### config.mk
export PLATFORM = sky130hd
export DESIGN_NAME = eth_rx_top
export DESIGN_NICKNAME = d
export VERILOG_FILES = /design/src/csr_pkg.sv /design/src/eth_pkg.sv /design/src/crc32.sv /design/src/eth_rx_top.sv /design/src/rx_frame_fifo.sv /design/src/rx_mac.sv /design/src/rx_stats_csr.sv
export SDC_FILE = /design/constraint.sdc
export NUM_CORES = 1
export LEC_CHECK = 0
export BUFFER_PORTS_ARGS = -buffer_cell sky130_fd_sc_hd__clkbuf_2
export CORE_ASPECT_RATIO = 0.7
export CORE_MARGIN = 4
export CORE_UTILIZATION = 55
export CTS_CLUSTER_DIAMETER = 100
export DETAILED_ROUTE_END_ITERATION = 12
export PLACE_DENSITY = 0.76
export SYNTH_ARGS = -nofsm -noshare
export SYNTH_HDL_FRONTEND = slang
export SYNTH_SLANG_ARGS = --single-unit
export TNS_END_PERCENT = 1
### constraint.sdc
create_clock -name clk -period 7.9 [get_ports clk]
set_input_delay 1.975 -clock clk [delete_from_list [all_inputs] [get_ports clk]]
set_output_delay 1.975 -clock clk [all_outputs]
set_load 0.01 [all_outputs]
### src/csr_pkg.sv
`default_nettype none

package csr_pkg;

    // Manager side of the AXI4-Lite port
    typedef struct packed {
        logic [3:0]  awaddr;
        logic        awvalid;
        logic [31:0] wdata;
        logic        wvalid;
        logic        bready;
        logic [3:0]  araddr;
        logic        arvalid;
        logic        rready;
    } axil_req_t;

    // Subordinate side of the AXI4-Lite port
    typedef struct packed {
        logic        awready;
        logic        wready;
        logic        bvalid;
        logic [1:0]  bresp;
        logic        arready;
        logic        rvalid;
        logic [31:0] rdata;
        logic [1:0]  rresp;
    } axil_rsp_t;

    localparam logic [1:0] AXI_OKAY = 2'b00;

    // Statistics register map, one 32-bit counter per word
    localparam logic [3:0] REG_FRAMES_OK = 4'h0;
    localparam logic [3:0] REG_CRC_ERR   = 4'h4;
    localparam logic [3:0] REG_PHY_ERR   = 4'h8;
    localparam logic [3:0] REG_OVERFLOW  = 4'hC;

endpackage

`default_nettype wire

### src/eth_pkg.sv
`default_nettype none

package eth_pkg;

    //////////////////////////////////////////////////////////////////////
    // Framing and CRC constants
    //////////////////////////////////////////////////////////////////////
    localparam logic [7:0]  ETH_PRE   = 8'h55;          // Preamble byte
    localparam logic [7:0]  ETH_SFD   = 8'hD5;          // Start frame delimiter
    localparam int unsigned PRE_COUNT = 7;              // Preamble bytes ahead of the SFD
    localparam logic [31:0] CRC_INIT  = 32'hFFFF_FFFF;  // CRC seed
    localparam logic [31:0] CRC_POLY  = 32'hEDB8_8320;  // Reflected form of 0x04C11DB7

    localparam int unsigned FIFO_DEPTH = 64;            // Beats held by the frame FIFO

    // One byte of the receive stream
    typedef struct packed {
        logic [7:0] data;
        logic       last;   // Final byte of the frame
        logic       user;   // Frame is bad
    } eth_beat_t;

    // Single cycle pulses at frame end
    typedef struct packed {
        logic frame_ok;
        logic crc_err;
        logic phy_err;
        logic overflow;
    } rx_event_t;

endpackage

`default_nettype wire

### src/crc32.sv
`timescale 1ns/1ns
`default_nettype none

// Next CRC-32 state after one byte, LSB of the byte first
module crc32 import eth_pkg::*; (
    input  logic [31:0] crc_in,     // Current state
    input  logic [7:0]  data,       // Byte to fold in
    output logic [31:0] crc_out     // State after the byte
);

    logic [31:0] acc;

    //////////////////////////////////////////////////////////////////////
    // Bit-serial division, unrolled over the eight data bits
    //////////////////////////////////////////////////////////////////////
    always_comb begin
        acc = crc_in ^ {24'h00_0000, data};    // Byte enters at the low end
        for (int i = 0; i < 8; i++) begin
            if (acc[0]) begin
                acc = (acc >> 1) ^ CRC_POLY;   // Shifted out a one
            end else begin
                acc = acc >> 1;
            end
        end
    end

    assign crc_out = acc;

endmodule

`default_nettype wire

### src/eth_rx_top.sv
`timescale 1ns/1ns
`default_nettype none

module eth_rx_top import eth_pkg::*, csr_pkg::*; (
    input  logic       clk,
    input  logic       reset_n,
    input  logic [7:0] rx_data,
    input  logic       rx_dv,
    input  logic       rx_er,
    input  logic       rx_rdy,
    output eth_beat_t  m_beat,      // Receive stream
    output logic       m_valid,
    input  logic       m_ready,
    input  axil_req_t  axil_req,    // Statistics port
    output axil_rsp_t  axil_rsp
);

    eth_beat_t wr_beat;             // MAC to FIFO
    logic      wr_en;
    logic      has_room;
    rx_event_t rx_event;            // MAC to statistics

    rx_mac u_rx_mac (
        .clk      (clk),
        .reset_n  (reset_n),
        .rx_data  (rx_data),
        .rx_dv    (rx_dv),
        .rx_er    (rx_er),
        .rx_rdy   (rx_rdy),
        .has_room (has_room),
        .wr_beat  (wr_beat),
        .wr_en    (wr_en),
        .rx_event (rx_event)
    );

    rx_frame_fifo #(
        .DEPTH (FIFO_DEPTH)
    ) u_rx_frame_fifo (
        .clk      (clk),
        .reset_n  (reset_n),
        .wr_beat  (wr_beat),
        .wr_en    (wr_en),
        .has_room (has_room),
        .m_beat   (m_beat),
        .m_valid  (m_valid),
        .m_ready  (m_ready)
    );

    rx_stats_csr u_rx_stats_csr (
        .clk      (clk),
        .reset_n  (reset_n),
        .rx_event (rx_event),
        .axil_req (axil_req),
        .axil_rsp (axil_rsp)
    );

endmodule

`default_nettype wire

### src/rx_frame_fifo.sv
`timescale 1ns/1ns
`default_nettype none

module rx_frame_fifo import eth_pkg::*; #(
    parameter int unsigned DEPTH = 16   // Storage slots, power of two
) (
    input  logic      clk,
    input  logic      reset_n,
    input  eth_beat_t wr_beat,
    input  logic      wr_en,
    output logic      has_room,
    output eth_beat_t m_beat,
    output logic      m_valid,
    input  logic      m_ready
);

    localparam int unsigned AW = $clog2(DEPTH);
    localparam int unsigned CW = $clog2(DEPTH + 1);

    eth_beat_t     mem [DEPTH];
    logic [AW-1:0] wr_ptr, rd_ptr;
    logic [CW-1:0] count;           // Beats held in mem, output register excluded
    logic          load;            // Output register free this cycle
    logic          pop, push, bypass;

    assign load   = !m_valid || m_ready;
    assign pop    = load && (count != '0);
    assign bypass = load && (count == '0) && wr_en;       // Empty path straight to output
    assign push   = wr_en && !bypass && (count != CW'(DEPTH));

    // Counts the beat being written now so the MAC never overruns
    assign has_room = wr_en ? (count < CW'(DEPTH - 1)) : (count < CW'(DEPTH));

    always_ff @(posedge clk) begin
        if (push) begin
            mem[wr_ptr] <= wr_beat;
        end
        if (pop) begin
            m_beat <= mem[rd_ptr];
        end else if (bypass) begin
            m_beat <= wr_beat;
        end
    end

    always_ff @(posedge clk) begin
        if (!reset_n) begin
            wr_ptr  <= '0;
            rd_ptr  <= '0;
            count   <= '0;
            m_valid <= 1'b0;
        end else begin
            if (load) m_valid <= pop || bypass;
            if (push) wr_ptr <= (wr_ptr == AW'(DEPTH - 1)) ? '0 : wr_ptr + 1'b1;
            if (pop)  rd_ptr <= (rd_ptr == AW'(DEPTH - 1)) ? '0 : rd_ptr + 1'b1;
            count <= count + CW'(push) - CW'(pop);
        end
    end

endmodule

`default_nettype wire

### src/rx_mac.sv
`timescale 1ns/1ns
`default_nettype none

module rx_mac import eth_pkg::*; (
    input  logic       clk,
    input  logic       reset_n,
    input  logic [7:0] rx_data,     // De-skewed RGMII byte
    input  logic       rx_dv,
    input  logic       rx_er,
    input  logic       rx_rdy,      // Byte strobe
    input  logic       has_room,    // FIFO can take one more beat
    output eth_beat_t  wr_beat,
    output logic       wr_en,
    output rx_event_t  rx_event
);

    // One slot of the delay line
    typedef struct packed {
        logic [7:0] data;
        logic       dv;
        logic       er;
    } stage_t;

    typedef enum logic [1:0] {IDLE, PAYLOAD, DROP} state_t;

    stage_t      dly [5];           // dly[4] is the tail
    state_t      state, state_nxt;
    logic [3:0]  pre_cnt;           // Preamble bytes seen leaving the tail
    logic [31:0] crc_state, crc_next;
    logic        er_seen;           // Sticky PHY error for this frame
    logic        close_pend;        // Overflowed frame still owes a last beat
    logic        close_nxt;
    logic        wr_nxt;
    eth_beat_t   beat_nxt;
    rx_event_t   ev_nxt;
    logic        start;             // SFD at the tail after a full preamble
    logic        frame_end;         // First strobe with dv low
    logic [31:0] fcs_rx;
    logic        fcs_er;
    logic        phy_bad, crc_bad;

    crc32 u_crc32 (
        .crc_in  (crc_state),
        .data    (dly[4].data),
        .crc_out (crc_next)
    );

    assign start     = (state == IDLE) && rx_rdy && dly[4].dv
                       && (dly[4].data == ETH_SFD) && (pre_cnt == 4'(PRE_COUNT));
    assign frame_end = rx_rdy && !rx_dv;

    // FCS sits in the line LSB first, oldest byte nearest the tail
    assign fcs_rx  = {dly[0].data, dly[1].data, dly[2].data, dly[3].data};
    assign fcs_er  = dly[0].er | dly[1].er | dly[2].er | dly[3].er;
    assign phy_bad = er_seen | dly[4].er | fcs_er;
    assign crc_bad = (~crc_next != fcs_rx);    // Final data byte already folded in

    //////////////////////////////////////////////////////////////////////
    // Frame FSM and beat selection
    //////////////////////////////////////////////////////////////////////
    always_comb begin
        state_nxt = state;
        close_nxt = close_pend;
        wr_nxt    = 1'b0;
        beat_nxt  = '{data: dly[4].data, last: 1'b0, user: 1'b0};
        ev_nxt    = '0;

        if (close_pend && has_room) begin          // Closing beat of an overflowed frame
            wr_nxt    = 1'b1;
            beat_nxt  = '{data: 8'h00, last: 1'b1, user: 1'b1};
            close_nxt = 1'b0;
        end

        case (state)
            IDLE: begin
                if (start) begin
                    state_nxt = has_room ? PAYLOAD : DROP;   // Reject when FIFO is full
                end
            end
            PAYLOAD: begin
                if (rx_rdy && !has_room) begin      // FIFO filled mid-frame
                    close_nxt       = 1'b1;
                    ev_nxt.overflow = frame_end;
                    state_nxt       = frame_end ? IDLE : DROP;
                end else if (rx_rdy) begin
                    wr_nxt = 1'b1;
                    if (frame_end) begin
                        beat_nxt.last   = 1'b1;
                        beat_nxt.user   = phy_bad | crc_bad;
                        ev_nxt.frame_ok = !(phy_bad | crc_bad);
                        ev_nxt.phy_err  = phy_bad;
                        ev_nxt.crc_err  = crc_bad & !phy_bad;   // PHY error wins
                        state_nxt       = IDLE;
                    end
                end
            end
            DROP: begin
                if (frame_end) begin                // Discard until the frame is over
                    ev_nxt.overflow = 1'b1;
                    state_nxt       = IDLE;
                end
            end
            default: state_nxt = IDLE;
        endcase
    end

    // Control state and delay line
    always_ff @(posedge clk) begin
        if (!reset_n) begin
            for (int i = 0; i < 5; i++) begin
                dly[i] <= '0;
            end
            state      <= IDLE;
            pre_cnt    <= '0;
            er_seen    <= 1'b0;
            close_pend <= 1'b0;
            wr_en      <= 1'b0;
            rx_event   <= '0;
        end else begin
            state      <= state_nxt;
            close_pend <= close_nxt;
            wr_en      <= wr_nxt;
            rx_event   <= ev_nxt;
            if (rx_rdy) begin
                for (int i = 4; i > 0; i--) begin
                    dly[i] <= dly[i-1];
                end
                dly[0] <= '{data: rx_data, dv: rx_dv, er: rx_er};
                if (dly[4].dv && dly[4].data == ETH_PRE) begin
                    if (pre_cnt != 4'(PRE_COUNT)) begin
                        pre_cnt <= pre_cnt + 1'b1;  // Saturates at the required count
                    end
                end else begin
                    pre_cnt <= '0;
                end
            end
            if (start) begin
                er_seen <= 1'b0;
            end else if (state == PAYLOAD && rx_rdy) begin
                er_seen <= er_seen | dly[4].er;
            end
        end
    end

    // Datapath registers
    always_ff @(posedge clk) begin
        wr_beat <= beat_nxt;
        if (start) begin
            crc_state <= CRC_INIT;
        end else if (state == PAYLOAD && rx_rdy) begin
            crc_state <= crc_next;                  // Fold the byte leaving the line
        end
    end

endmodule

`default_nettype wire

### src/rx_stats_csr.sv
`timescale 1ns/1ns
`default_nettype none

module rx_stats_csr import eth_pkg::*, csr_pkg::*; (
    input  logic      clk,
    input  logic      reset_n,
    input  rx_event_t rx_event,
    input  axil_req_t axil_req,
    output axil_rsp_t axil_rsp
);

    logic [31:0] cnt [4];           // Indexed by address bits 3:2
    logic [3:0]  ev_vec;
    logic        aw_rdy;            // Drives both awready and wready
    logic        b_vld;
    logic        ar_rdy;
    logic        r_vld;
    logic [31:0] r_data;
    logic [31:0] rd_mux;
    logic        clear;             // AW and W handshake this cycle
    logic        ar_fire;

    assign ev_vec  = {rx_event.overflow, rx_event.phy_err, rx_event.crc_err,
                      rx_event.frame_ok};
    assign clear   = aw_rdy && axil_req.awvalid && axil_req.wvalid;
    assign ar_fire = ar_rdy && axil_req.arvalid;

    always_comb begin
        case ({axil_req.araddr[3:2], 2'b00})
            REG_FRAMES_OK: rd_mux = cnt[0];
            REG_CRC_ERR:   rd_mux = cnt[1];
            REG_PHY_ERR:   rd_mux = cnt[2];
            REG_OVERFLOW:  rd_mux = cnt[3];
            default:       rd_mux = '0;
        endcase
    end

    //////////////////////////////////////////////////////////////////////
    // AXI4-Lite handshakes and counters
    //////////////////////////////////////////////////////////////////////
    always_ff @(posedge clk) begin
        if (!reset_n) begin
            aw_rdy <= 1'b0;
            b_vld  <= 1'b0;
            ar_rdy <= 1'b0;
            r_vld  <= 1'b0;
            for (int i = 0; i < 4; i++) begin
                cnt[i] <= '0;
            end
        end else begin
            // Wait for AW and W together, then one ready cycle
            aw_rdy <= !aw_rdy && !b_vld && axil_req.awvalid && axil_req.wvalid;
            if (clear)                        b_vld <= 1'b1;
            else if (b_vld && axil_req.bready) b_vld <= 1'b0;

            ar_rdy <= !ar_rdy && !r_vld && axil_req.arvalid;
            if (ar_fire)                       r_vld <= 1'b1;
            else if (r_vld && axil_req.rready) r_vld <= 1'b0;

            for (int i = 0; i < 4; i++) begin
                if (clear) begin
                    cnt[i] <= '0;               // Any write clears every counter
                end else if (ev_vec[i] && cnt[i] != '1) begin
                    cnt[i] <= cnt[i] + 1'b1;    // Saturating
                end
            end
        end
    end

    always_ff @(posedge clk) begin
        if (ar_fire) r_data <= rd_mux;          // Captured at the address handshake
    end

    assign axil_rsp = '{awready: aw_rdy, wready: aw_rdy, bvalid: b_vld, bresp: AXI_OKAY,
                        arready: ar_rdy, rvalid: r_vld, rdata: r_data, rresp: AXI_OKAY};

endmodule

`default_nettype wire
# After elaboration in Yosys (flattened, before gate mapping)
# Memory sizes are Yosys's and may differ from the RTL's. A register that Yosys moved wholly into a read port is not among the register bits.
# Cells that the tools add are included.
# word_totals
ff_bits	121
ramBits	818
mem_count	3
# op_classes
addsub	9
order_cmp	2
eq_ne	20
muxes	82
bitwise	34
n_reduce_logical	51
# mem_list
name	words	width	rd	rd_clocked_by_memory_dff	wr	line	text
u_rx_frame_fifo.mem	64	10	1	1	1	rx_frame_fifo.sv:20	eth_beat_t mem [DEPTH];
u_rx_stats_csr.cnt	4	32	4	0	4	rx_stats_csr.sv:12	logic [31:0] cnt [4];
u_rx_mac.dly	5	10	5	0	5	rx_mac.sv:26	stage_t dly [5];
# op_table
op	n
32-bit 2-to-1 mux	16
32-bit by 1-bit adder with 32-bit output (second input constant)	4
32-bit inequality test (second input constant)	4
32-bit case mux with 4 select lines	1
13-bit NOT with 14-bit output	8
10-bit 2-to-1 mux	7
1-bit 2-to-1 mux	39
32-bit inequality test	1
32-bit NOT	1
32-bit by 8-bit XOR with 32-bit output	1
1-bit logical AND	28
6-bit 2-to-1 mux	4
2-bit 2-to-1 mux	11
1-bit bitwise OR	19
6-bit by 1-bit adder with 6-bit output (second input constant)	2
6-bit == test (second input constant)	2
1-bit logical NOT	10
8-bit by 7-bit == test with 1-bit output (second input constant)	1
8-bit == test (second input constant)	1
4-bit 2-to-1 mux	2
7-bit by 1-bit adder with 7-bit output	1
7-bit logical NOT	1
7-bit by 6-bit less-than comparator with 1-bit output (second input constant)	1
7-bit less-than comparator (second input constant)	1
21 further kinds	32

# Depth between registers and ports, before layout
# An unclocked memory read counts as a cell.
# depth
ltp_word	25
depth_mapped	16
mapped_depth_nobuf	16

# Modules after synthesis
# Synthesis repeated with hierarchy kept, for this count alone.
# hier_totals
cells_unflattened	2623
area_unflattened_um2	40811.6
# by_module_without_submodules
module	n_inst	cells_each	area_each_um2
rx_frame_fifo	1	1405	26683.1
rx_stats_csr	1	759	8862.2
rx_mac	1	395	4311.6
crc32	1	64	954.7

# Worst setup path after synthesis
# No wires, ideal clock.
# synth_path
kind	input port to flip-flop
from	input port m_ready
to	register u_rx_frame_fifo.count[6]
setup_ps	116
arrival_ps	4132
t_required_ps	7784
setup_slack_ps	3653
cell_stages	14
n_path_buf	0
cell_sequence	nand2b_1 -> o21ai_0 -> inv_1 -> ha_1 -> inv_1 -> ha_1 -> inv_1 -> fa_1 -> nand2b_1 -> a21oi_1 -> o21ai_0 -> a21oi_1 -> o21ai_0 -> and3_1
# synth_between
word_cells_on_any_way	9
# synth_rtl
item	line	text
start, declared	eth_rx_top.sv:13	input logic m_ready,
1-bit logical OR	rx_frame_fifo.sv:26	assign load = !m_valid || m_ready;
1-bit logical AND	rx_frame_fifo.sv:27	assign pop = load && (count != '0);
via u_rx_frame_fifo.pop	rx_frame_fifo.sv:24	logic pop, push, bypass;
7-bit by 1-bit subtractor with 7-bit output	rx_frame_fifo.sv:55	count <= count + CW'(push) - CW'(pop);
end signal, assigned	rx_frame_fifo.sv:55	
end, declared	rx_frame_fifo.sv:22	logic [CW-1:0] count;
# The timed path passes the listed nets, and every way through them passes these cells.
# A chain may end at the register's enable or synchronous reset.

# Worst setup path in the final report
# layout_path
from	input port m_ready
to	memory u_rx_frame_fifo.mem[6][3] (netlist bit), enable pin
# layout_between
elab_chain_len	8
# layout_lines
item	line	text
1-bit logical OR	rx_frame_fifo.sv:26	
1-bit logical AND (2 in a row)	rx_frame_fifo.sv:28	assign bypass = load && (count == '0) && wr_en;
1-bit logical NOT	rx_frame_fifo.sv:29	assign push = wr_en && !bypass && (count != CW'(DEPTH));
1-bit logical AND (2 in a row)	rx_frame_fifo.sv:29	
via u_rx_frame_fifo.push	rx_frame_fifo.sv:24	
1-bit 2-to-1 mux	rx_frame_fifo.sv:35	if (push) begin
1-bit 2-to-1 mux (implied by the code)	rx_frame_fifo.sv:36	mem[wr_ptr] <= wr_beat;
end, declared	rx_frame_fifo.sv:20	
# The timed path passes the listed nets, and every way through them passes these cells.

==> metrics <==
first drt pass iteration count=5; htree depth=3; Die X=332.7 µm; antenna violations before repair=3; HP Start=u_rx_stats_csr.r_vld; main flop type after synthesis=edfxtp_1; FFs w/ async S/R, synth=0%; DR vias/cell=6.282; antenna viol nets, final=0; vias in the first global route=21670; Mapped Cells=2399; Worst Skew=0.02945 ns; Worst EP required=8.16 ns; ratio of cells with drive above 1 in the final layout=20.10%; Hold Crit Class=flop to flop; CP peak stage delay=1.07 ns; Yosys cell types=71; Core Area=73210 µm²; final setup fails=0; Starting Density=55.45%; ant diodes=0; Critical R2R Capture=u_rx_frame_fifo.count[6]; first-pass GRT wire length=137400 µm; num ports=111; ordered cell list for the critical path=clkbuf_2 -> nand2b_1 -> nor2_1 -> o21ai_0 -> inv_1 -> and2_1 -> nand3b_1 -> nor2_1; Via Count=22080; Area Overhead vs Synth=10.52%; Register-to-Register Path Depth=16; Die H=235.3 µm; Die Footprint=78290 µm²; Hold Vio Cnt, Final=0; power per cell area=310.3 nW/µm²; CP Capture Type=flop; Filler cells=5042; syn avg cell area=16.92 µm²; grt ovf=0; Post-synth EDFFs=860; Final HPWL DP=55110 µm; Finished Layout Cells=3514; CTS Sinks=945; IO Port Bufs=68; LEAKAGE=14.67 nW; R2R Setup Slk=3.91 ns; Final nets=2549; CTS buffer count=89; gpl congestion=0.9441; launching point of the worst reg2reg path=u_rx_frame_fifo.count[2]; placed cells=3352; max cap viols=0; CP max FO=10; initial drt markers=2681; WHS Path Cells=1; clock transition at the registers of the reported paths=0.06 ns; CTS tree=yes; Max Slew Vio Count=0; maximum clock insertion buffer count=3; largest net degree at the start of global routing=81; delay-heaviest family, CP=simple AND/OR/NAND/NOR gates; post-CTS sizing=0; slowest cell on the critical path=nor2_1; WS Path Type=input pin to flop; outcome=completed; num rows=83; startpoint types=input pin; Slew Limit Headroom=19.00%; most frequent cells in the layout=860 x edfxtp_1, 254 x nor2_1, 232 x mux4_2, 113 x nand2_1, 104 x xnor2_1; RSZ-0062 raised after global routing=no; routed wire length per instance=25.65 µm; Worst EP arrival=4.87 ns; Hold Buf Count CTS=0; drt total wl=90150 µm; worst hold endpoint=u_rx_stats_csr.ar_rdy; Synthesis Warnings=0; gr usage total=23.11%; fmax=217.1 MHz; most common cell after layout, fill and taps aside=edfxtp_1; post-CTS setup buffer count=0; minimum clock period after layout=4.607 ns; worst path bufs/invs=2; Slew @ Worst Pin=1.215 ns; VDD IR-drop max=0.1737 mV; TNS Setup=0 ns; drc violations=0; Skew-Pair Late Insertion Delay=0.65 ns; root buffer selected by CTS=clkbuf_16; Seq/Total Area, Yosys=67.81%; CP dominant cell by count=nor2_1; Seq cells post-synth=945; Tcrit/Tclk final=58.31%; mapped cell area=40600 µm²
## power by group
| part | total (W) | switching, W | leakage, nW | internal (W) |
|---|---|---|---|---|
| clock network | 0.00432 | 0.00184 | 1.44 | 0.00248 |
| registers | 0.00593 | 0.000251 | 8.71 | 0.00568 |
| logic | 0.00367 | 0.00191 | 4.53 | 0.00176 |
| total | 0.0139 | 0.00400 | 14.7 | 0.00992 |
## metrics by stage
| step | total power [W] | instance area (µm²) | util, % | hold WS (ns) | setup WS, ns |
|---|---|---|---|---|---|
| floorplan | 0.008732 | 40610 | - | 0.4141 | 3.653 |
| global placement | 0.009559 | 41920 | 57.26 | 0.4212 | 2.821 |
| CTS | 0.01397 | 44860 | 61.28 | 0.4357 | 3.399 |
| global route | 0.01449 | 44860 | 61.28 | 0.4654 | 3.159 |
| finish | 0.01392 | 44860 | 61.28 | 0.4327 | 3.293 |
| detailed placement | 0.009656 | 41920 | 57.26 | 0.4275 | 2.744 |
## how the worst max path moves through the flow
stage            start                          to  slack (ns)  cells past startpoint
6_report       m_ready   u_rx_frame_fifo.mem[6][3]        3.29                      8
5_1_grt        m_ready   u_rx_frame_fifo.mem[6][4]        3.16                      8
4_1_cts        m_ready   u_rx_frame_fifo.mem[6][3]        3.40                      8
3_5_place_dp   m_ready  u_rx_frame_fifo.mem[14][0]        2.74                      8
3_3_place_gp   m_ready  u_rx_frame_fifo.mem[53][3]        2.82                      8
2_1_floorplan  m_ready    u_rx_frame_fifo.count[6]        3.65                     14
## registers in the layout, indices dropped and copies added, names as in the netlist, 4 cells and up, named ones only
| signal | cells |
|---|---|
| u_rx_frame_fifo.mem | 640 |
| u_rx_stats_csr.cnt | 128 |
| u_rx_mac.crc_state | 32 |
| u_rx_frame_fifo.wr_ptr | 6 |
| u_rx_mac.wr_beat | 10 |
| u_rx_mac.rx_event | 4 |
| u_rx_frame_fifo.count | 7 |
| u_rx_mac.pre_cnt | 4 |
| u_rx_frame_fifo.rd_ptr | 6 |
| u_rx_mac.dly | 50 |
| u_rx_frame_fifo.m_beat | 10 |
| u_rx_stats_csr.r_data | 32 |
## worst register-to-register path: cells and delay by family (launching register included)
kind | cells | cell delay, ns
compound gates | 5 | 1.41
fa+ha+maj | 4 | 1.11
simple gates | 3 | 0.53
buf+inv | 4 | 0.51
flops | 1 | 0.33
## per-layer routing
metal | up-vias | GRT usage, % | wire [µm]
li1 | 9463 | - | -
met1 | 11310 | 37.17 | 39100
met2 | 1168 | 32.92 | 40080
met3 | 135 | 4.592 | 9206
met4 | 0 | 5.364 | 1770
met5 | - | 0 | 0
## cell type report
type,instances,area [µm²],area share (%)
clock buffers,111,2422,5.399
flip-flops and latches,945,27550,61.40
repair buffers,95,555.5,1.238
clock inverters,51,523.0,1.166
inverters,35,131.4,0.2928
well taps,977,1222,2.725
multi-input cells,1300,12460,27.77
## cell usage after synthesis (20+ instances only)
cell type / count / area share, %
edfxtp_1: 860 / 64
nor2_1: 254 / 2.3
mux4_2: 232 / 13
nand2_1: 114 / 1.1
xnor2_1: 104 / 2.2
xor2_1: 91 / 2.0
dfxtp_1: 85 / 4.2
clkbuf_1: 81 / 0.75
and3_1: 76 / 1.2
nand3_1: 55 / 0.68
inv_1: 35 / 0.32
o211ai_1: 34 / 0.63
nand4_1: 32 / 0.49
buf_1: 28 / 0.26
ha_1: 23 / 0.71
a21oi_1: 22 / 0.27
xnor3_1: 22 / 1.2
a22oi_1: 21 / 0.39
nor2b_1: 20 / 0.31
## kinds of logic after synthesis
logic type               synth area share [%]
adder cells (fa/ha/maj)                0.7582
flip-flops                              67.81
AND/OR/NAND/NOR                         7.813
other                                0.009238
buffers and inverters                   1.547
AO/OA/AOI/OAI                           2.432
multiplexers                            13.02
XOR/XNOR                                6.611
Note: power is estimated with default switching activity, not from simulation.
